`src/hw/xt_periph_config.svh`:
```
// XT peripheral block configuration
// Bus widths, port addresses, RAM size and PS/2 frame length

`ifndef XT_PERIPH_CONFIG_SVH
`define XT_PERIPH_CONFIG_SVH

`default_nettype none

// Chipset bus
`define XT_ADDR_W 20
`define XT_DATA_W 8

// PPI ports
`define XT_PORT_A_ADDR 8'h60
`define XT_PORT_B_ADDR 8'h61
`define XT_PORT_C_ADDR 8'h62

// 4 KB mirrored across 0x00000 to 0x1FFFF
`define XT_RAM_AW 12

// Start, 8 data, parity, stop
`define XT_PS2_FRAME_BITS 11

`default_nettype wire

`endif

```
`src/hw/xt_bus_pkg.sv`:
```
// XT chipset bus types
// Bus request, decoded device and read result

`include "xt_periph_config.svh"
`default_nettype none

package xt_bus_pkg;

    // Active-high view of the chipset strobes
    typedef struct packed {
        logic [`XT_ADDR_W-1:0] addr;
        logic [`XT_DATA_W-1:0] data;
        logic                  io_rd;
        logic                  io_wr;
        logic                  mem_rd;
        logic                  mem_wr;
    } bus_req_t;

    typedef enum logic [2:0] {
        dev_none,
        dev_dma,
        dev_pic,
        dev_pit,
        dev_ppi,
        dev_dma_page,
        dev_ram,
        dev_other_io
    } xt_dev_e;

    typedef struct packed {
        logic [`XT_DATA_W-1:0] data;
        logic                  valid;
    } bus_rd_t;

endpackage

`default_nettype wire

```
`src/hw/ps2_kbd_pkg.sv`:
```
// PS/2 keyboard types
// Receiver states and keyboard status

`include "xt_periph_config.svh"
`default_nettype none

package ps2_kbd_pkg;

    typedef enum logic [2:0] {
        ps2_idle,
        ps2_data,
        ps2_parity,
        ps2_stop,
        ps2_hold
    } ps2_state_e;

    typedef struct packed {
        logic [`XT_DATA_W-1:0] scancode;
        logic                  irq;
    } kbd_status_t;

endpackage

`default_nettype wire

```
`src/hw/ppi_ports.sv`:
```
// PPI-style port block
// Port A reads the scancode, port B is a read/write register,
// port C reads the input pins

`timescale 1ns/10ps
`include "xt_periph_config.svh"
`default_nettype none

module ppi_ports (
    input  logic                     clock,
    input  logic                     reset,
    input  xt_bus_pkg::bus_req_t     req_i,
    input  logic                     sel_i,
    input  ps2_kbd_pkg::kbd_status_t kbd_i,
    input  logic [7:0]               port_c_i,
    output logic [7:0]               port_b_o,
    output logic [7:0]               rdata_o
);

    localparam logic [1:0] OFS_A = 2'(`XT_PORT_A_ADDR);
    localparam logic [1:0] OFS_B = 2'(`XT_PORT_B_ADDR);
    localparam logic [1:0] OFS_C = 2'(`XT_PORT_C_ADDR);

    logic [7:0] port_b_q;

    // Only port B is writable
    always_ff @(posedge clock) begin
        if (reset) begin
            port_b_q <= 8'h00;
        end
        else if (sel_i && req_i.io_wr && (req_i.addr[1:0] == OFS_B)) begin
            port_b_q <= req_i.data;
        end
    end

    always_comb begin
        case (req_i.addr[1:0])
            OFS_A:   rdata_o = kbd_i.scancode;
            OFS_B:   rdata_o = port_b_q;
            OFS_C:   rdata_o = port_c_i;
            default: rdata_o = 8'hFF;
        endcase
    end

    assign port_b_o = port_b_q;

endmodule

`default_nettype wire

```
`config.mk`:
```
export PLATFORM = sky130hd
export DESIGN_NAME = ppi_ports
export DESIGN_NICKNAME = d
export VERILOG_FILES = /design/src/hw/xt_bus_pkg.sv /design/src/hw/ps2_kbd_pkg.sv /design/src/hw/ppi_ports.sv
export VERILOG_INCLUDE_DIRS = /design/src /design/src/hw
export SDC_FILE = /design/constraint.sdc
export NUM_CORES = 1
export LEC_CHECK = 0
export BUFFER_PORTS_ARGS = -buffer_cell sky130_fd_sc_hd__buf_4
export CORE_ASPECT_RATIO = 1.2
export CORE_MARGIN = 2
export CORE_UTILIZATION = 33
export CTS_BUF_LIST = sky130_fd_sc_hd__clkbuf_4 sky130_fd_sc_hd__clkbuf_8
export CTS_CLUSTER_DIAMETER = 100
export DETAILED_ROUTE_END_ITERATION = 10
export GPL_ROUTABILITY_DRIVEN = 0
export HOLD_SLACK_MARGIN = 0.1
export PLACE_DENSITY_LB_ADDON = 0.1
export SLEW_MARGIN = 0
export SYNTH_ARGS = -nofsm -noshare
export SYNTH_HDL_FRONTEND = slang
export SYNTH_SLANG_ARGS = --single-unit
```
`constraint.sdc`:
```
create_clock -name clock -period 1.2 [get_ports clock]
set_input_delay 0.18 -clock clock [delete_from_list [all_inputs] [get_ports clock]]
set_output_delay 0.18 -clock clock [all_outputs]
set_load 0.01 [all_outputs]
```
==> impl_metrics.csv <==
group,metric,value,unit
timing,clock_skew,0,ns
grt,track_usage,17.8,%
timing,layout_setup_ws,-0.117,ns
timing,slew_headroom,76.3,%
placement,portBuffers,45,
timing,period_share,110,%
yosys,ys_ff_latch,8,
yosys,yosysMostFrequentCell,"nand2b_1",
setup_path,cp.arrival,1.14,ns
cts,clk_pin_slew,0.06,ns
yosys,ys_warn_count,0,
yosys,synthFlopType,"dfxtp_1",
setup_path,end_kind,"output pin",
yosys,synth_commonest_cells,"nand2b_1 (17), dfxtp_1 (8), mux2i_1 (8), o22a_1 (8), mux2_2 (7)",
timing,rsz0062_at_grt,"yes",
cts,cts.sinks,8,
setup_path,crit_required,1.02,ns
die,start_util,34.7,%
routing,drt_drc_violations_left,0,
die,die-area,0.00203,mm²
yosys,synth.distinct_cells,11,
placement,place_area,892,µm²
setup_path,timing.rr.start,"port_b_o[4]",
die,fp.dieW,41.5,µm
pwr,p_leak,0.511,nW
yosys,syn_avg_cell_area,10.1,µm²
cts,clockRootBuffer,"clkbuf_4",
yosys,synth_largest_area_cell,"dfxtp_1",
outcome,violations,"negative setup slack",
layout,fin_nets,162,
grt,grt_pass1_wl,2860,µm
timing,fin_hold_ws,0.192,ns
yosys,synthesis.nets,107,
placement,hpwl,1180,µm
yosys,synth_edf_count,0,
timing,worst_pin_slew,0.355,ns
cts,clock_latency,0.25,ns
die,core_area,0.00160,mm²
routing,drt_iter0_markers,1,
timing,hold_viol_final,0,
timing,drv_slew,0,
layout,design_area,0.00104,mm²
die,ios,68,
cts,cts_buffers,3,
pwr,max-vdd-ir-drop,0.395,mV
timing,setup_viol_count_final,8,
routing,first_pass_iters,3,
timing,max_freq,759,MHz
yosys,synth_top_area_share,28.8,%
cts,h-tree-depth,1,
yosys,ys_seq_area_share,28.8,%
grt,antenna_found_initial,0,
yosys,synth_area_leaders,"dfxtp_1 (29%), nand2b_1 (19%), mux2i_1 (14%)",
setup_path,crit_type,"register to output pin",
setup_path,critPathMaxFanout,2,
cts,cts_buffer_depth,2,
yosys,async_flop_share,0,%
yosys,syn_area,556,µm²
yosys,syn_inst,55,
layout,n_antenna_cell,0,
routing,vias_per_cell,4.83,
die,die_h,48.9,µm
cts,tritoncts,"done",
pwr,power_density,716,mW/mm²
grt,grt_pass1_vias,671,
grt,grt_max_degree,17,
setup_path,crit_start,"port_b_o[3]",
run,maxCapViolations,0,
layout,largest_reg_flops,8,
die,num_rows,16,
routing,antenna_left,0,
layout,syn_to_final_growth,88.1,%
setup_path,startpoint_type,"register",
routing,drt-total-wl,1710,µm
timing,min_period,1.32,ns
hold_path,min_path_type,"input port to register",
outcome,status,"finished, violations left",
routing,num_vias,608,
routing,wl_per_cell,13.5,µm
hold_path,hold_path.startpoint,"req_i[11]",
grt,grt_remaining_overflow,0,
layout,drive_above_1_share,68.5,%
-- metal layers --
layer | wire length, µm | vias to the layer above | part of all wire (%) | global-route usage [%]
met5 | 0 | - | 0 | 0
met4 | 12 | 0 | 0.70 | 6.45
met3 | 142 | 2 | 8.3 | 5.56
met2 | 855 | 31 | 50 | 31.5
met1 | 693 | 274 | 41 | 19.5
li1 | - | 301 | - | -
-- stage by stage --
step | std cells | power (W) | setup slack, ns | utilization [%] | setup TNS (ns)
6_report | 126 | 0.000748 | -0.117 | 65.2 | -0.781
3_5_place_dp | 115 | 0.000504 | -0.0313 | 55.7 | -0.169
5_1_grt | 126 | 0.000794 | -0.152 | 65.2 | -1.09
4_1_cts | 126 | 0.000752 | -0.140 | 64.1 | -0.820
3_3_place_gp | 115 | 0.000501 | -0.0313 | 55.7 | -0.153
2_1_floorplan | 55 | 0.000383 | 0.162 | - | 0
-- layout make-up --
class                   instances  area [µm²]
fillers                       154         557
clock buffers                   3        22.5
flip-flops and latches          8         170
well taps                      18        22.5
repair buffers                 55         443
multi-input cells              42         387
-- where the power goes --
group | internal [W] | switching, W
registers | 0.000272 | 0.00000331
clock network | 0.000115 | 0.0000947
logic | 0.000175 | 0.0000876
-- timing repair --
item | in CTS | in global routing
pin swaps | 8 | 4
resized for setup | 19 | 5
setup endpoints to repair | 8 | 8
hold buffers | 0 | 0
buffers inserted | 8 | 0
-- critical path, cell delays in order, from the launching register on --
cell and delay (ns):
dfxtp_2 0.32, mux2_4 0.25, o22a_1 0.19, buf_6 0.12
-- cell families after synthesis --
group / after synthesis / share of synthesized area [%]
buffers and inverters: 5 / 6.98
AO/OA/AOI/OAI: 8 / 12.6
flip-flops: 8 / 28.8
AND/OR/NAND/NOR: 18 / 20.9
multiplexers: 16 / 30.6
-- cell usage in the layout (no fill, tap or decap) --
| cell | Yosys | final |
|---|---|---|
| nand2b_1 | 17 | 17 |
| dfxtp_2 | 0 | 8 |
| o22a_1 | 8 | 8 |
| buf_6 | 2 | 8 |
| mux2_4 | 0 | 8 |
| mux2i_1 | 8 | 8 |
| buf_4 | 1 | 47 |
| and4b_1 | 1 | 1 |
| clkbuf_4 | 0 | 3 |
-- final timing paths --
| path | end | slack, ns | cells past startpoint |
|---|---|---|---|
| worst min register to register | port_b_o[5] | 0.59 | 3 |
| worst max-delay path | rdata_o[3] | -0.12 | 3 |
| worst min-delay path | port_b_o[7] | 0.19 | 3 |
| worst max register to register | port_b_o[4] | 0.51 | 3 |
Power figures use the tool's default switching activity.
