--- src/hw/xt_periph_config.svh ---
// XT peripheral block configuration
// Bus widths, port addresses, RAM size and PS/2 frame length

`ifndef XT_PERIPH_CONFIG_SVH
`define XT_PERIPH_CONFIG_SVH

`default_nettype none

// Chipset bus
`define XT_ADDR_W 20
`define XT_DATA_W 8

// PPI ports
`define XT_PORT_A_ADDR 8'h60
`define XT_PORT_B_ADDR 8'h61
`define XT_PORT_C_ADDR 8'h62

// 4 KB mirrored across 0x00000 to 0x1FFFF
`define XT_RAM_AW 12

// Start, 8 data, parity, stop
`define XT_PS2_FRAME_BITS 11

`default_nettype wire

`endif

--- src/hw/ps2_kbd_pkg.sv ---
// PS/2 keyboard types
// Receiver states and keyboard status

`include "xt_periph_config.svh"
`default_nettype none

package ps2_kbd_pkg;

    typedef enum logic [2:0] {
        ps2_idle,
        ps2_data,
        ps2_parity,
        ps2_stop,
        ps2_hold
    } ps2_state_e;

    typedef struct packed {
        logic [`XT_DATA_W-1:0] scancode;
        logic                  irq;
    } kbd_status_t;

endpackage

`default_nettype wire

--- src/hw/ps2_keyboard.sv ---
// PS/2 keyboard receiver
// Samples frames on falling PS/2 clock edges, checks odd parity
// and holds the scancode with its interrupt until cleared

`timescale 1ns/10ps
`include "xt_periph_config.svh"
`default_nettype none

module ps2_keyboard (
    input  logic                     clock,
    input  logic                     reset,
    input  logic                     ps2_clock_i,
    input  logic                     ps2_data_i,
    input  logic                     clear_i,
    output ps2_kbd_pkg::kbd_status_t status_o
);
    import ps2_kbd_pkg::*;

    localparam int DATA_BITS = `XT_PS2_FRAME_BITS - 3;
    localparam logic [2:0] LAST_BIT = 3'(DATA_BITS - 1);

    ps2_state_e             state;
    logic [2:0]             bit_cnt;
    logic [DATA_BITS-1:0]   shift_q;
    logic                   parity_q;
    logic [`XT_DATA_W-1:0]  scancode_q;
    logic                   irq_q;

    // Two-flop synchronizers plus edge history
    logic ps2_clk_meta;
    logic ps2_clk_sync;
    logic ps2_clk_prev;
    logic ps2_dat_meta;
    logic ps2_dat_sync;
    logic ps2_fall;

    assign ps2_fall = ps2_clk_prev & ~ps2_clk_sync;

    always_ff @(posedge clock) begin
        if (reset) begin
            ps2_clk_meta <= 1'b1;
            ps2_clk_sync <= 1'b1;
            ps2_clk_prev <= 1'b1;
            ps2_dat_meta <= 1'b1;
            ps2_dat_sync <= 1'b1;
        end
        else begin
            ps2_clk_meta <= ps2_clock_i;
            ps2_clk_sync <= ps2_clk_meta;
            ps2_clk_prev <= ps2_clk_sync;
            ps2_dat_meta <= ps2_data_i;
            ps2_dat_sync <= ps2_dat_meta;
        end
    end

    // Data arrives LSB first
    always_ff @(posedge clock) begin
        if (ps2_fall) begin
            if (state == ps2_data)
                shift_q <= {ps2_dat_sync, shift_q[DATA_BITS-1:1]};
            if (state == ps2_parity)
                parity_q <= ps2_dat_sync;
        end
    end

    always_ff @(posedge clock) begin
        if (reset) begin
            state      <= ps2_idle;
            bit_cnt    <= 3'd0;
            scancode_q <= '0;
            irq_q      <= 1'b0;
        end
        else begin
            case (state)
                ps2_idle: begin
                    // Wait for the start bit
                    if (ps2_fall && !ps2_dat_sync) begin
                        bit_cnt <= 3'd0;
                        state   <= ps2_data;
                    end
                end
                ps2_data: begin
                    if (ps2_fall) begin
                        bit_cnt <= bit_cnt + 3'd1;
                        if (bit_cnt == LAST_BIT)
                            state <= ps2_parity;
                    end
                end
                ps2_parity: begin
                    if (ps2_fall)
                        state <= ps2_stop;
                end
                ps2_stop: begin
                    if (ps2_fall) begin
                        // Good frame needs odd parity and a stop bit of 1
                        if (ps2_dat_sync && ((^shift_q) ^ parity_q)) begin
                            scancode_q <= shift_q;
                            irq_q      <= 1'b1;
                            state      <= ps2_hold;
                        end
                        else begin
                            state <= ps2_idle;
                        end
                    end
                end
                ps2_hold: begin
                    // Frames are ignored until the host clears
                    if (clear_i) begin
                        irq_q      <= 1'b0;
                        scancode_q <= '0;
                    end
                    else if (!irq_q) begin
                        state <= ps2_idle;
                    end
                end
                default: state <= ps2_idle;
            endcase
        end
    end

    assign status_o.scancode = scancode_q;
    assign status_o.irq      = irq_q;

endmodule

`default_nettype wire

--- config.mk ---
export PLATFORM = sky130hd
export DESIGN_NAME = ps2_keyboard
export DESIGN_NICKNAME = d
export VERILOG_FILES = /design/src/hw/ps2_kbd_pkg.sv /design/src/hw/ps2_keyboard.sv
export VERILOG_INCLUDE_DIRS = /design/src /design/src/hw
export SDC_FILE = /design/constraint.sdc
export NUM_CORES = 1
export LEC_CHECK = 0
export BUFFER_PORTS_ARGS = -buffer_cell sky130_fd_sc_hd__buf_2
export CAP_MARGIN = 20
export CORE_MARGIN = 4
export CORE_UTILIZATION = 30
export CTS_CLUSTER_DIAMETER = 40
export DETAILED_ROUTE_END_ITERATION = 16
export GPL_ROUTABILITY_DRIVEN = 0
export GPL_TIMING_DRIVEN = 0
export SLEW_MARGIN = 10
export SYNTH_ARGS = -nofsm -noshare
export SYNTH_HDL_FRONTEND = slang
export SYNTH_SLANG_ARGS = --single-unit
--- constraint.sdc ---
create_clock -name clock -period 4.9 [get_ports clock]
set_input_delay 0.245 -clock clock [delete_from_list [all_inputs] [get_ports clock]]
set_output_delay 0.245 -clock clock [all_outputs]
set_load 0.05 [all_outputs]
==> impl_results.md <==
- Sw Share: 0.198
- Total Wirelength: between 1500 and 2000 um
- Reg2Reg Depth: 4
- Mux cell area share after synthesis: 0.0971
- Final period util: 0.378
- Layout cells sized above 1: 0.221
- Yosys Warn Count: 0
- PostCTS Resize Cnt: 0
- Synth Cell Area: 1160 um^2
- Starting density of the core: 0.314
- Post-synthesis compound-gate area fraction: 0.0485
- Flop2flop setup slack: 3050 ps
- Hold endpoint: ps2_dat_meta$_SDFF_PP1_
- Num CTS Buffers: 5
- WP data required: 5100 ps
- Layout Cell Area excl Fill: 1380 um^2
- Worst EP arrival: a little over 2000 ps
- Final hold viol count: 0
- Starting DRT DRC Count: 42
- Max incr delay on CP: roughly 490 ps
- Final setup vio count: 0
- # rows: 22
- Hold path depth: 2
- Clock root buffer: clkbuf_8
- H-tree depth: 2
- Tmin final: around 1900 ps
- Worst min path class: in2reg
- Die area: around 4900 um^2
- DR WL/cell: approximately 11 um
- Power Density: 319 nW/um^2
- # IOs: 14
- Placed Area: ~1300 um^2
- First-pass GRT wire length: 3280 um
- Maxcap violations: 0
- Area Overhead vs Synth: 18.9%
- Die width: 70.2 um
- Crit-path slowest cell: mux2i_4
- FF-to-FF Start: shift_q[3]$_DFFE_PP_
- Max-Slew Margin vs Limit: 0.516
- Flop pwr share: 0.567
- # fillers: 388
- Cell variety after synth: 28
- Antenna violations before repair: 0
- WHS: 150 ps
- Logic pwr share: 0.021
- CTS tree: built
- IO buf count: 13
- Clock Pin Slew Worst Setup and Hold Paths: 60 ps
- Outcome: complete, no violations
- Clk_skew: 5.03 ps
- Post-CTS Repair Setup Buffers: 0
- HP Start: ps2_data_i
- P_leak: 0.000571 uW
- Clock sink count: 29
- XOR/XNOR share of the synthesized area: 0.0626
- Net Count, Synth: 107
- Worst setup EP type: register
- Core footprint: 3690 um^2
- Simple-Gate Fraction of Synth Area: 0.173
- Cells after Synth: 100
- Worst-path cell chain: xor2_1, xnor3_1, mux2i_4, mux2i_1
- CP Launch Type: register
- Sw Pwr: 87.2 uW
- Synthesized area per cell: 11.6 um^2
- CP Max Fanout: 10
- N_diodes: 0
- Cts hold-fix bufs: 0
- Clock Tree Buf Depth: 2
- Die Ht: 70.2 um
- Internal: 353 uW
- Via density per instance: 4.55
- VDD IR max: roughly 0.18 mV
- Antenna Nets Post-Route: 0
- Max Freq: 540 MHz
- RSZ-0062 raised after global routing: false
- Reg2reg end: scancode_q[0]$_SDFFE_PP0P_
- WS Path Type: reg2reg
- DRC Markers: 0
- Tot GR Track Use: 0.0889
- First drt pass iteration count: 4
- GR Overflow Total: 0
- Slew Limit Fails: 0
- Clock share of power: 0.412
- Worst slew pin tran: 726 ps
- Post-synthesis sequential area ratio: 0.578
- Largest net degree at the start of global routing: 11
- Final TNS setup: 0 ps
- Adder-cell share of the synthesized area: 0.0216
- Vias in the first global route: 745
- Largest family of logic cells by synthesized area: simple AND/OR/NAND/NOR gates
- Synthesized flop and latch total: 29
- Final nets: 128
- Clk Latency, worst-skew pair: 270 ps
- Routed vias: 773
- Dpl hpwl: ~1400 um
-- sequential cells by signal, indices dropped and copies added (netlist names) --
name / count
bit_cnt: 3
parity_q: 1
ps2_clk_sync: 1
scancode_q: 8
ps2_clk_prev: 1
state: 3
ps2_dat_sync: 1
ps2_dat_meta: 1
shift_q: 8
irq_q: 1
ps2_clk_meta: 1
-- power by group through the flow --
| stage | Clock [uW] | Combinational, uW | Sequential [uW] |
|---|---|---|---|
| 6_report | 181 | 9.43 | 249 |
| 5_1_grt | 200 | 10.9 | 250 |
| 4_1_cts | 187 | 9.57 | 249 |
| 3_5_place_dp | 0 | 9.62 | 255 |
| 3_3_place_gp | 0 | 9.16 | 254 |
| 2_1_floorplan | 0 | 5.95 | 254 |
-- critical path: cells and delay by family (launching register included) --
family                    cells  cell delay, ps
muxes                         2             740
xor gates and xnor gates      2             610
DFF                           1             420
-- stage by stage --
step / setup WS [ps] / std cells / utilization / power, uW
finish: 3050 / 170 / 0.374 / 440
global route: 2900 / 170 / 0.374 / 460
CTS: 3000 / 170 / 0.374 / 446
detailed placement: 3030 / 162 / 0.352 / 264
global placement: 2330 / 161 / 0.348 / 264
floorplan: 2810 / 100 / - / 260
-- cells in the mapped netlist (all sizes together) --
master   number  area (um^2)
xor3          1         23.8
mux2i        10          113
or2           5         31.3
nor4          1         6.26
nor3b         3         22.5
or4           1         7.51
nor2b         1         6.26
nor2          7         26.3
clkbuf        2         7.51
a21oi         4         20.0
buf           1         7.51
nor4b         1         8.76
nand2        16         60.1
nand2b        1         6.26
xnor2         2         17.5
a21boi        1         7.51
o21ai         1         5.00
edfxtp        9          270
inv           2         7.51
nor3          2         10.0
xor2          1         8.76
xnor3         1         22.5
a2111oi       1         8.76
dfxtp        20          400
ha            2         25.0
a22oi         2         15.0
nand3b        2         15.0
-- per-layer routing --
layer	up-vias	track usage	part of all wire
met3	4	0.0590	0.054
li1	385	-	-
met4	0	0.0468	0.020
met2	17	0.131	0.47
met1	367	0.0963	0.45
met5	-	0	0
-- how the worst max path moves through the flow --
stage | start | endpoint | depth (start not counted)
after detailed placement | shift_q[3]$_DFFE_PP_ | scancode_q[0]$_SDFFE_PP0P_ | 4
after global routing | shift_q[3]$_DFFE_PP_ | scancode_q[0]$_SDFFE_PP0P_ | 4
after global placement | ps2_clk_sync$_SDFF_PP1_ | bit_cnt[1]$_SDFFE_PP0P_ | 4
after floorplan | ps2_clk_sync$_SDFF_PP1_ | bit_cnt[1]$_SDFFE_PP0P_ | 4
final | shift_q[3]$_DFFE_PP_ | scancode_q[0]$_SDFFE_PP0P_ | 4
after CTS | shift_q[3]$_DFFE_PP_ | scancode_q[0]$_SDFFE_PP0P_ | 4
-- logic make-up (layout without fill, tap and decap cells) --
| logic type | Yosys count | in the layout |
|---|---|---|
| AO/OA/AOI/OAI | 9 | 9 |
| adder cells (fa/ha/maj) | 2 | 2 |
| XOR/XNOR | 5 | 5 |
| flip-flops | 29 | 29 |
| AND/OR/NAND/NOR | 40 | 40 |
| buffers and inverters | 5 | 27 |
| multiplexers | 10 | 10 |
-- final cells by class --
| cell class | instances | area [um^2] | share of cell area |
|---|---|---|---|
| multi-input combinational | 66 | 473 | 0.343 |
| tap | 48 | 60.1 | 0.0436 |
| clock buffer | 8 | 80.1 | 0.0581 |
| sequential | 29 | 671 | 0.486 |
| buffer | 3 | 15.0 | 0.0109 |
| inverter | 2 | 7.51 | 0.00544 |
| timing repair buffer | 14 | 72.6 | 0.0526 |
-- placed cells by master (no fill, tap or decap) --
cell	count
nor4_1	1
a22oi_1	2
inv_1	2
or4_1	1
mux2i_1	9
a21oi_1	4
clkbuf_1	5
xnor2_1	2
or2_2	5
dfxtp_1	20
nor3_1	2
buf_4	2
edfxtp_1	9
buf_2	13
mux2i_4	1
nor4b_2	1
o21ai_0	1
nor2_1	7
clkbuf_8	5
xor2_1	1
xnor3_1	1
nor2b_1	1
xor3_1	1
ha_1	2
a21boi_0	1
nand3b_1	2
a2111oi_0	1
nand2b_1	1
nor3b_1	3
nand2_1	16
Power figures use the tool's default switching activity.
