==> src/hw/xt_periph_config.svh <==
// XT peripheral block configuration
// Bus widths, port addresses, RAM size and PS/2 frame length

`ifndef XT_PERIPH_CONFIG_SVH
`define XT_PERIPH_CONFIG_SVH

`default_nettype none

// Chipset bus
`define XT_ADDR_W 20
`define XT_DATA_W 8

// PPI ports
`define XT_PORT_A_ADDR 8'h60
`define XT_PORT_B_ADDR 8'h61
`define XT_PORT_C_ADDR 8'h62

// 4 KB mirrored across 0x00000 to 0x1FFFF
`define XT_RAM_AW 12

// Start, 8 data, parity, stop
`define XT_PS2_FRAME_BITS 11

`default_nettype wire

`endif

==> src/hw/xt_bus_pkg.sv <==
// XT chipset bus types
// Bus request, decoded device and read result

`include "xt_periph_config.svh"
`default_nettype none

package xt_bus_pkg;

    // Active-high view of the chipset strobes
    typedef struct packed {
        logic [`XT_ADDR_W-1:0] addr;
        logic [`XT_DATA_W-1:0] data;
        logic                  io_rd;
        logic                  io_wr;
        logic                  mem_rd;
        logic                  mem_wr;
    } bus_req_t;

    typedef enum logic [2:0] {
        dev_none,
        dev_dma,
        dev_pic,
        dev_pit,
        dev_ppi,
        dev_dma_page,
        dev_ram,
        dev_other_io
    } xt_dev_e;

    typedef struct packed {
        logic [`XT_DATA_W-1:0] data;
        logic                  valid;
    } bus_rd_t;

endpackage

`default_nettype wire

==> src/hw/io_decode.sv <==
// XT chipset address decoder
// Maps the bus request onto a single selected device

`timescale 1ns/10ps
`default_nettype none

module io_decode (
    input  xt_bus_pkg::bus_req_t req_i,
    input  logic                 address_enable_n_i,
    output xt_bus_pkg::xt_dev_e  dev_o
);
    import xt_bus_pkg::*;

    logic io_hit;
    logic ram_hit;
    logic io_strobe;

    // I/O space is 0x000 to 0x0FF here and RAM is the low 128 KB
    assign io_hit    = ~address_enable_n_i & (req_i.addr[9:8] == 2'b00);
    assign ram_hit   = ~address_enable_n_i & (req_i.addr[19:17] == 3'b000);
    assign io_strobe = req_i.io_rd | req_i.io_wr;

    always_comb begin
        if (io_hit && (io_strobe || !ram_hit)) begin
            case (req_i.addr[7:5])
                3'd0:    dev_o = dev_dma;
                3'd1:    dev_o = dev_pic;
                3'd2:    dev_o = dev_pit;
                3'd3:    dev_o = dev_ppi;
                3'd4:    dev_o = dev_dma_page;
                default: dev_o = dev_other_io;
            endcase
        end
        else if (ram_hit) begin
            dev_o = dev_ram;
        end
        else begin
            dev_o = dev_none;
        end
    end

endmodule

`default_nettype wire

==> config.mk <==
export PLATFORM = sky130hd
export DESIGN_NAME = io_decode
export DESIGN_NICKNAME = d
export VERILOG_FILES = /design/src/hw/xt_bus_pkg.sv /design/src/hw/io_decode.sv
export VERILOG_INCLUDE_DIRS = /design/src /design/src/hw
export SDC_FILE = /design/constraint.sdc
export NUM_CORES = 1
export LEC_CHECK = 0
export BUFFER_PORTS_ARGS = -buffer_cell sky130_fd_sc_hd__buf_2
export CORE_AREA = 2 2 39 41
export DETAILED_ROUTE_END_ITERATION = 7
export DIE_AREA = 0 0 41 43
export PLACE_DENSITY = 0.49
export SYNTH_ARGS = -nofsm -noshare
export SYNTH_HDL_FRONTEND = slang
export SYNTH_SLANG_ARGS = --single-unit
==> constraint.sdc <==
create_clock -name vclk -period 2.4
set_clock_uncertainty 0.05 [all_clocks]
set_input_delay 0.36 -clock vclk [all_inputs]
set_output_delay 0.36 -clock vclk [all_outputs]
set_load 0.05 [all_outputs]
==> run_results.csv, run 1 <==
group,metric,value,unit
run_status,status,"completed",
synthesis,syn_area_per_cell,6.94,um2
route,drtIter0Drc,1,
route,ant_nets,0,
route,dr_total_vias,140,
pwr,finalPower,0.0291,mW
clock_network,cts-hold-fix-buffers,0,
synthesis,ys_seq_area_share,0,%
pwr,power_density,175,nW/um2
global_routing,gr-usage-met3,0,%
sta,min_period,1.85,ns
setup_path,crit_path_max_fanout,2,
final_layout,seq_cell_count,0,
synthesis,synth_area,76.3,um2
pwr,power_frac_seq,0,%
pwr,p_int,0.0114,mW
setup_path,cp.arrival,1.44,ns
final_layout,n_antenna_cell,0,
sta,rsz0062_at_grt,"false",
route,first_pass_iters,2,
die,die_area,1760,um2
pwr,p_switching,0.0177,mW
die,die_h,43,um
die,ioPinCount,36,
global_routing,grt_max_degree,5,
route,wl_per_cell,7.12,um
synthesis,ys_warn_count,0,
die,initial_core_util,5.52,%
global_routing,antenna_found_initial,0,
sta,maxSlewHeadroom,65.9,%
hold_path,hold_start,"req_i[17]",
final_layout,layout_common_cells,"buf_2, o21ai_0",
synthesis,synth_xor_area_share,0,%
global_routing,grt_pass1_wl,351,um
place,place_congestion,0.549,
setup_path,cp-end-kind,"output pin",
pwr,p_leak,0.0844,nW
place,portBuffers,14,
pwr,p_clk_share,0,%
synthesis,synth_compound_area_share,57.4,%
global_routing,grt_overflow,0,
final_layout,nFillCells,154,
hold_path,hp-class,"in -> out",
route,drc,0,
hold_path,hold_depth,3,
synthesis,synth_top_family_by_area,"compound AO/OA/AOI/OAI gates",
sta,setup_viol,0,
setup_path,start_kind,"input pin",
route,routed_wl,292,um
sta,final.period_utilization,77.2,%
synthesis,synthCells,11,
die,core,1380,um2
setup_path,critPathKind,"in -> out",
synthesis,synth_mux_area_share,0,%
global_routing,gr-usage-met1,5.06,%
route,viasPerCell,3.41,
sta,worst_pin_slew,0.508,ns
final_layout,drive_above_1_share,68.0,%
final_layout,n_clock_buffer,0,
sta,tns,0,ns
final_layout,num-nets-final,60,
die,row_count,14,
setup_path,required,1.99,ns
sta,fmaxAchievable,540,MHz
global_routing,met2_usage,3.75,%
final_layout,final_common_cell,"buf_2",
synthesis,synth_cell_type_count,9,
final_layout,register_area,0,um2
global_routing,grt_pass1_vias,94,
final_layout,areaGrowthSynthToFinish,118,%
pwr,ir_drop,0.0378,mV
pwr,sw_frac_of_total,60.9,%
die,die_width,41,um
synthesis,synth-simple-area-share,37.7,%
global_routing,grtUsageTotal,2.80,%
sta,hold_viol_final,0,
clock_network,ctsResizeCount,0,
run,maxCapViolations,0,
synthesis,postSynthNetCount,44,
sta,maxSlewViolCount,0,
global_routing,top_usage_layer,"met1",
synthesis,synth_fa_ha_area_share,0,%
clock_network,post_cts.repair.setup_buffers,0,
hold_path,min_delay_worst_endpoint,"dev_o[0]",
pwr,p_comb_share,100.0,%
## logic make-up (layout without fill, tap and decap cells)
kind of cell	after synthesis	in the layout
AO/OA/AOI/OAI	6	6
buffers and inverters	1	15
AND/OR/NAND/NOR	4	4
## metrics by stage
stage / std cells / setup WS [ns] / instance area [um2] / util [%] / hold WS (ns)
finish: 41 / 0.548 / 166 / 12.0 / 1.06
global route: 41 / 0.436 / 166 / 12.0 / 1.07
CTS: 41 / 0.531 / 166 / 12.0 / 1.06
floorplan: 11 / 0.116 / 76.3 / - / 0.831
detailed placement: 41 / 0.531 / 166 / 12.0 / 1.06
global placement: 41 / 0.562 / 166 / 12.0 / 1.05
## power by group through the flow
stage	combinational [mW]	clock [mW]	sequential [mW]
after floorplan	0.0157	0	0
after global placement	0.0287	0	0
after detailed placement	0.0293	0	0
after CTS	0.0293	0	0
after global routing	0.0312	0	0
final	0.0291	0	0
## layer usage
| metal | routed length (um) | share of wire, % |
|---|---|---|
| met3 | 45 | 15 |
| met5 | 0 | 0 |
| met1 | 164 | 56 |
| met2 | 82 | 28 |
| met4 | 0 | 0 |
## critical path, stage by stage
cell and delay [ns]:
buf_2 0.09, nor4_1 0.48, o21ai_2 0.13, o21ai_0 0.10
buf_2 0.28
## how the worst max path moves through the flow
stage / start / to / slack (ns) / cells past startpoint
floorplan: address_enable_n_i / dev_o[1] / 0.12 / 2
global placement: req_i[30] / dev_o[1] / 0.56 / 5
detailed placement: req_i[30] / dev_o[2] / 0.53 / 5
CTS: req_i[30] / dev_o[2] / 0.53 / 5
global route: req_i[30] / dev_o[2] / 0.44 / 5
finish: req_i[30] / dev_o[2] / 0.55 / 5
## layout make-up
cell class | instances | area [um2] | area share (%)
inverters | 1 | 3.75 | 2.26
multi-input cells | 10 | 72.6 | 43.6
well taps | 16 | 20.0 | 12.0
repair buffers | 14 | 70.1 | 42.1
## synth_stat cells
cell type / instances / area, um2
o21ai_0: 3 / 15.0
a21oi_1: 1 / 5.00
a221oi_2: 1 / 15.0
inv_1: 1 / 3.75
nand3b_1: 1 / 7.51
nor2_1: 1 / 3.75
nor4_1: 1 / 6.26
o21ai_2: 1 / 8.76
or3_4: 1 / 11.3
(Power assumes the default switching activity.)
==> run 2: changes to the inputs <==
PLACE_DENSITY = 0.5   (was 0.49)
clock period = 1.6 ns   (was 2.4 ns; I/O delays follow)
==> run_results.csv, run 2 (synthesis results as in run 1) <==
group,metric,value,unit
route,drtIter0Drc,2,
pwr,p_int,0.0187,mW
pwr,power_frac_seq,0,%
place,portBuffers,14,
final_layout,register_area,0,um2
place,dp_hpwl,259,um
final_layout,nFillCells,157,
setup_path,start_kind,"input pin",
die,die_area,1760,um2
route,wl_per_cell,6.17,um
sta,timing.hold.ws,0.807,ns
pwr,power_density,256,nW/um2
final_layout,areaGrowthSynthToFinish,131,%
final_layout,seq_cell_count,0,
global_routing,grt_pass1_wl,358,um
final_layout,n_antenna_cell,0,
route,first_pass_iters,3,
route,ant_nets,0,
sta,maxSlewHeadroom,80.0,%
die,row_count,14,
global_routing,grt_pass1_vias,90,
final_layout,n_clock_buffer,0,
die,core,1380,um2
sta,maxSlewViolCount,0,
run,maxCapViolations,0,
die,initial_core_util,5.52,%
setup_path,critPathKind,"in -> out",
place,place_worst_setup_slack,0.0654,ns
global_routing,grt_max_degree,5,
final_layout,layout_common_cells,"buf_2, o21ai_1",
setup_path,crit_path_max_fanout,4,
global_routing,grtUsageTotal,2.70,%
global_routing,grt_overflow,0,
hold_path,hp-class,"in -> out",
sta,worst_pin_slew,0.297,ns
route,viasPerCell,3.29,
route,drc,0,
die,ioPinCount,36,
route,routed_wl,259,um
setup_path,cp.arrival,1.23,ns
die,die_width,41,um
pwr,p_leak,0.0895,nW
clock_network,ctsResizeCount,0,
pwr,p_comb_share,100.0,%
place,place_congestion,0.555,
global_routing,antenna_found_initial,0,
pwr,p_switching,0.0265,mW
setup_path,required,1.31,ns
pwr,p_clk_share,0,%
clock_network,post_cts.repair.setup_buffers,0,
route,dr_total_vias,138,
sta,fmaxAchievable,658,MHz
final_layout,drive_above_1_share,69.2,%
sta,setup_viol,0,
sta,rsz0062_at_grt,"false",
setup_path,cp-end-kind,"output pin",
sta,final.period_utilization,95.0,%
pwr,ir_drop,0.0577,mV
final_layout,num-nets-final,61,
sta,min_period,1.52,ns
clock_network,cts-hold-fix-buffers,0,
die,die_h,43,um
sta,hold_viol_final,0,
run_status,status,"completed",
pwr,sw_frac_of_total,58.6,%
sta,setup_slack,0.0802,ns
final_layout,final_common_cell,"buf_2",
## run 2: cell count changes in the layout (fill, tap and decap cells not counted)
cell,change
buf_2,-1
o21ai_1,+2
clkbuf_4,+1
buf_4,+1
o21ai_0,-2
## run 2: critical path, stage by stage
cell      delay (ns)
buf_2           0.10
or3_4           0.41
a221oi_2        0.18
buf_2           0.30
## run 2: per-stage QoR
step | cell area [um2] | power, mW | util [%] | std cells | TNS, ns
3_5_place_dp | 174 | 0.0450 | 12.6 | 42 | 0
5_1_grt | 176 | 0.0492 | 12.7 | 42 | 0
2_1_floorplan | 76.3 | 0.0241 | - | 11 | -0.161
4_1_cts | 174 | 0.0450 | 12.6 | 42 | 0
6_report | 176 | 0.0452 | 12.7 | 42 | 0
3_3_place_gp | 174 | 0.0446 | 12.6 | 42 | 0
## run 2: power groups by stage
stage / logic [mW] / clock network [mW] / registers [mW]
after floorplan: 0.0241 / 0 / 0
after global placement: 0.0446 / 0 / 0
after detailed placement: 0.0450 / 0 / 0
after CTS: 0.0450 / 0 / 0
after global routing: 0.0492 / 0 / 0
final: 0.0452 / 0 / 0
## run 2: worst paths after layout
kind          startpoint  cells past startpoint       end
max   address_enable_n_i                      4  dev_o[0]
min            req_i[17]                      3  dev_o[0]
## run 2: final cells by class
| cell class | count | area (um2) | area share, % |
|---|---|---|---|
| repair buffers | 15 | 80.1 | 45.4 |
| multi-input cells | 10 | 72.6 | 41.1 |
| well taps | 16 | 20.0 | 11.3 |
| inverters | 1 | 3.75 | 2.13 |
## run 2: routing by layer
layer,wire length (um),part of all wire (%),GRT usage [%],vias to the layer above
met4,0,0,0,0
met2,60,23,3.75,14
met3,67,26,0,0
met1,131,51,4.75,49
met5,0,0,0,-
li1,-,-,-,75
==> run 3: changes to the inputs <==
REMOVE_ABC_BUFFERS = 1   (was default)
==> run_results.csv, run 3 (synthesis results as in run 1) <==
group,metric,value,unit
sta,hold_viol_final,0,
final_layout,seq_cell_count,0,
sta,timing.hold.ws,0.812,ns
hold_path,hp-class,"in -> out",
pwr,p_leak,0.0898,nW
sta,tns,0,ns
final_layout,final_cells,42,
final_layout,num-nets-final,61,
hold_path,hold_start,"req_i[17]",
run,maxCapViolations,0,
setup_path,cpMaxStageDelayCell,"or3_4",
place,portBuffers,14,
sta,maxSlewHeadroom,83.2,%
setup_path,required,1.31,ns
sta,setup_viol,0,
sta,worst_pin_slew,0.250,ns
setup_path,crit_chain,"buf_2 -> or3_4 -> a221oi_2 -> buf_2",
clock_network,post_cts.repair.setup_buffers,0,
final_layout,register_area,0,um2
final_layout,layout_common_cells,"buf_2, o21ai_0",
setup_path,crit_top_cell,"buf_2",
global_routing,grt_pass1_vias,96,
route,viasPerCell,3.33,
route,ant_nets,0,
global_routing,grt_max_degree,5,
global_routing,grt_overflow,0,
sta,min_period,1.52,ns
hold_path,hold_depth,3,
global_routing,grt_pass1_wl,386,um
place,place_congestion,0.572,
route,dr_total_vias,140,
die,die_width,41,um
sta,maxSlewViolCount,0,
final_layout,drive_above_1_share,69.2,%
setup_path,crit_path_max_fanout,4,
route,drtIter0Drc,1,
final_layout,areaGrowthSynthToFinish,128,%
final_layout,nFillCells,157,
setup_path,cp_top_family,"buffers and inverters",
die,die_h,43,um
route,drc,0,
hold_path,min_delay_worst_endpoint,"dev_o[0]",
die,die_area,1760,um2
die,ioPinCount,36,
setup_path,cp-end-kind,"output pin",
pwr,power_density,253,nW/um2
global_routing,grtUsageTotal,3.00,%
setup_path,cp.arrival,1.23,ns
final_layout,n_antenna_cell,0,
pwr,ir_drop,0.0488,mV
final_layout,post-route-util,12.6,%
die,core,1380,um2
route,wl_per_cell,6.69,um
sta,final.period_utilization,95.2,%
setup_path,start_kind,"input pin",
sta,fmaxAchievable,656,MHz
clock_network,cts-hold-fix-buffers,0,
setup_path,cpPeakStageDelay,0.40,ns
global_routing,antenna_found_initial,0,
route,routed_wl,281,um
setup_path,critPathKind,"in -> out",
route,first_pass_iters,2,
die,row_count,14,
run_status,status,"completed",
pwr,finalPower,0.0440,mW
die,initial_core_util,5.52,%
final_layout,final_common_cell,"buf_2",
final_layout,n_clock_buffer,0,
sta,rsz0062_at_grt,"false",
place,place_inst,42,
clock_network,ctsResizeCount,0,
setup_path,cp_num_buf_inv,2,
-- run 3: cell count changes in the layout (fill, tap and decap cells not counted), sizes merged --
cell,previous run,this run
clkbuf,1,0
buf,14,15
-- run 3: final cells by class --
| type | instances | area (um2) | share of cell area (%) |
|---|---|---|---|
| timing repair buffer | 15 | 77.6 | 44.6 |
| multi-input combinational | 10 | 72.6 | 41.7 |
| tap | 16 | 20.0 | 11.5 |
| inverter | 1 | 3.75 | 2.16 |
-- run 3: layer usage --
| layer | share of wire, % | wire length (um) | vias up | track usage [%] |
|---|---|---|---|---|
| met4 | 0 | 0 | 0 | 0 |
| met5 | 0 | 0 | - | 0 |
| met1 | 53 | 150 | 51 | 6.01 |
| met2 | 27 | 77 | 14 | 3.44 |
| met3 | 19 | 53 | 0 | 0 |
| li1 | - | - | 75 | - |
-- run 3: metrics by stage --
stage               worst slack [ns]  area [um2]
floorplan                     -0.444        76.3
detailed placement            0.0643         174
finish                        0.0764         174
global route                 0.00521         174
global placement              0.0724         174
CTS                           0.0643         174
-- run 3: how the worst max path moves through the flow --
| stage | endpoint | cells after the start | start |
|---|---|---|---|
| finish | dev_o[0] | 4 | address_enable_n_i |
| global route | dev_o[2] | 6 | req_i[30] |
| CTS | dev_o[0] | 4 | address_enable_n_i |
| floorplan | dev_o[1] | 2 | address_enable_n_i |
| detailed placement | dev_o[0] | 4 | address_enable_n_i |
| global placement | dev_o[0] | 4 | address_enable_n_i |
-- run 3: tightest hold or removal path: stages --
cell	delay [ns]
buf_2	0.12
a221oi_2	0.06
buf_2	0.20
-- run 3: power breakdown --
part | internal [mW] | leakage, nW | switching (mW)
sequential | 0 | 0 | 0
clock | 0 | 0 | 0
combinational | 0.0178 | 0.0898 | 0.0262
total | 0.0178 | 0.0898 | 0.0262
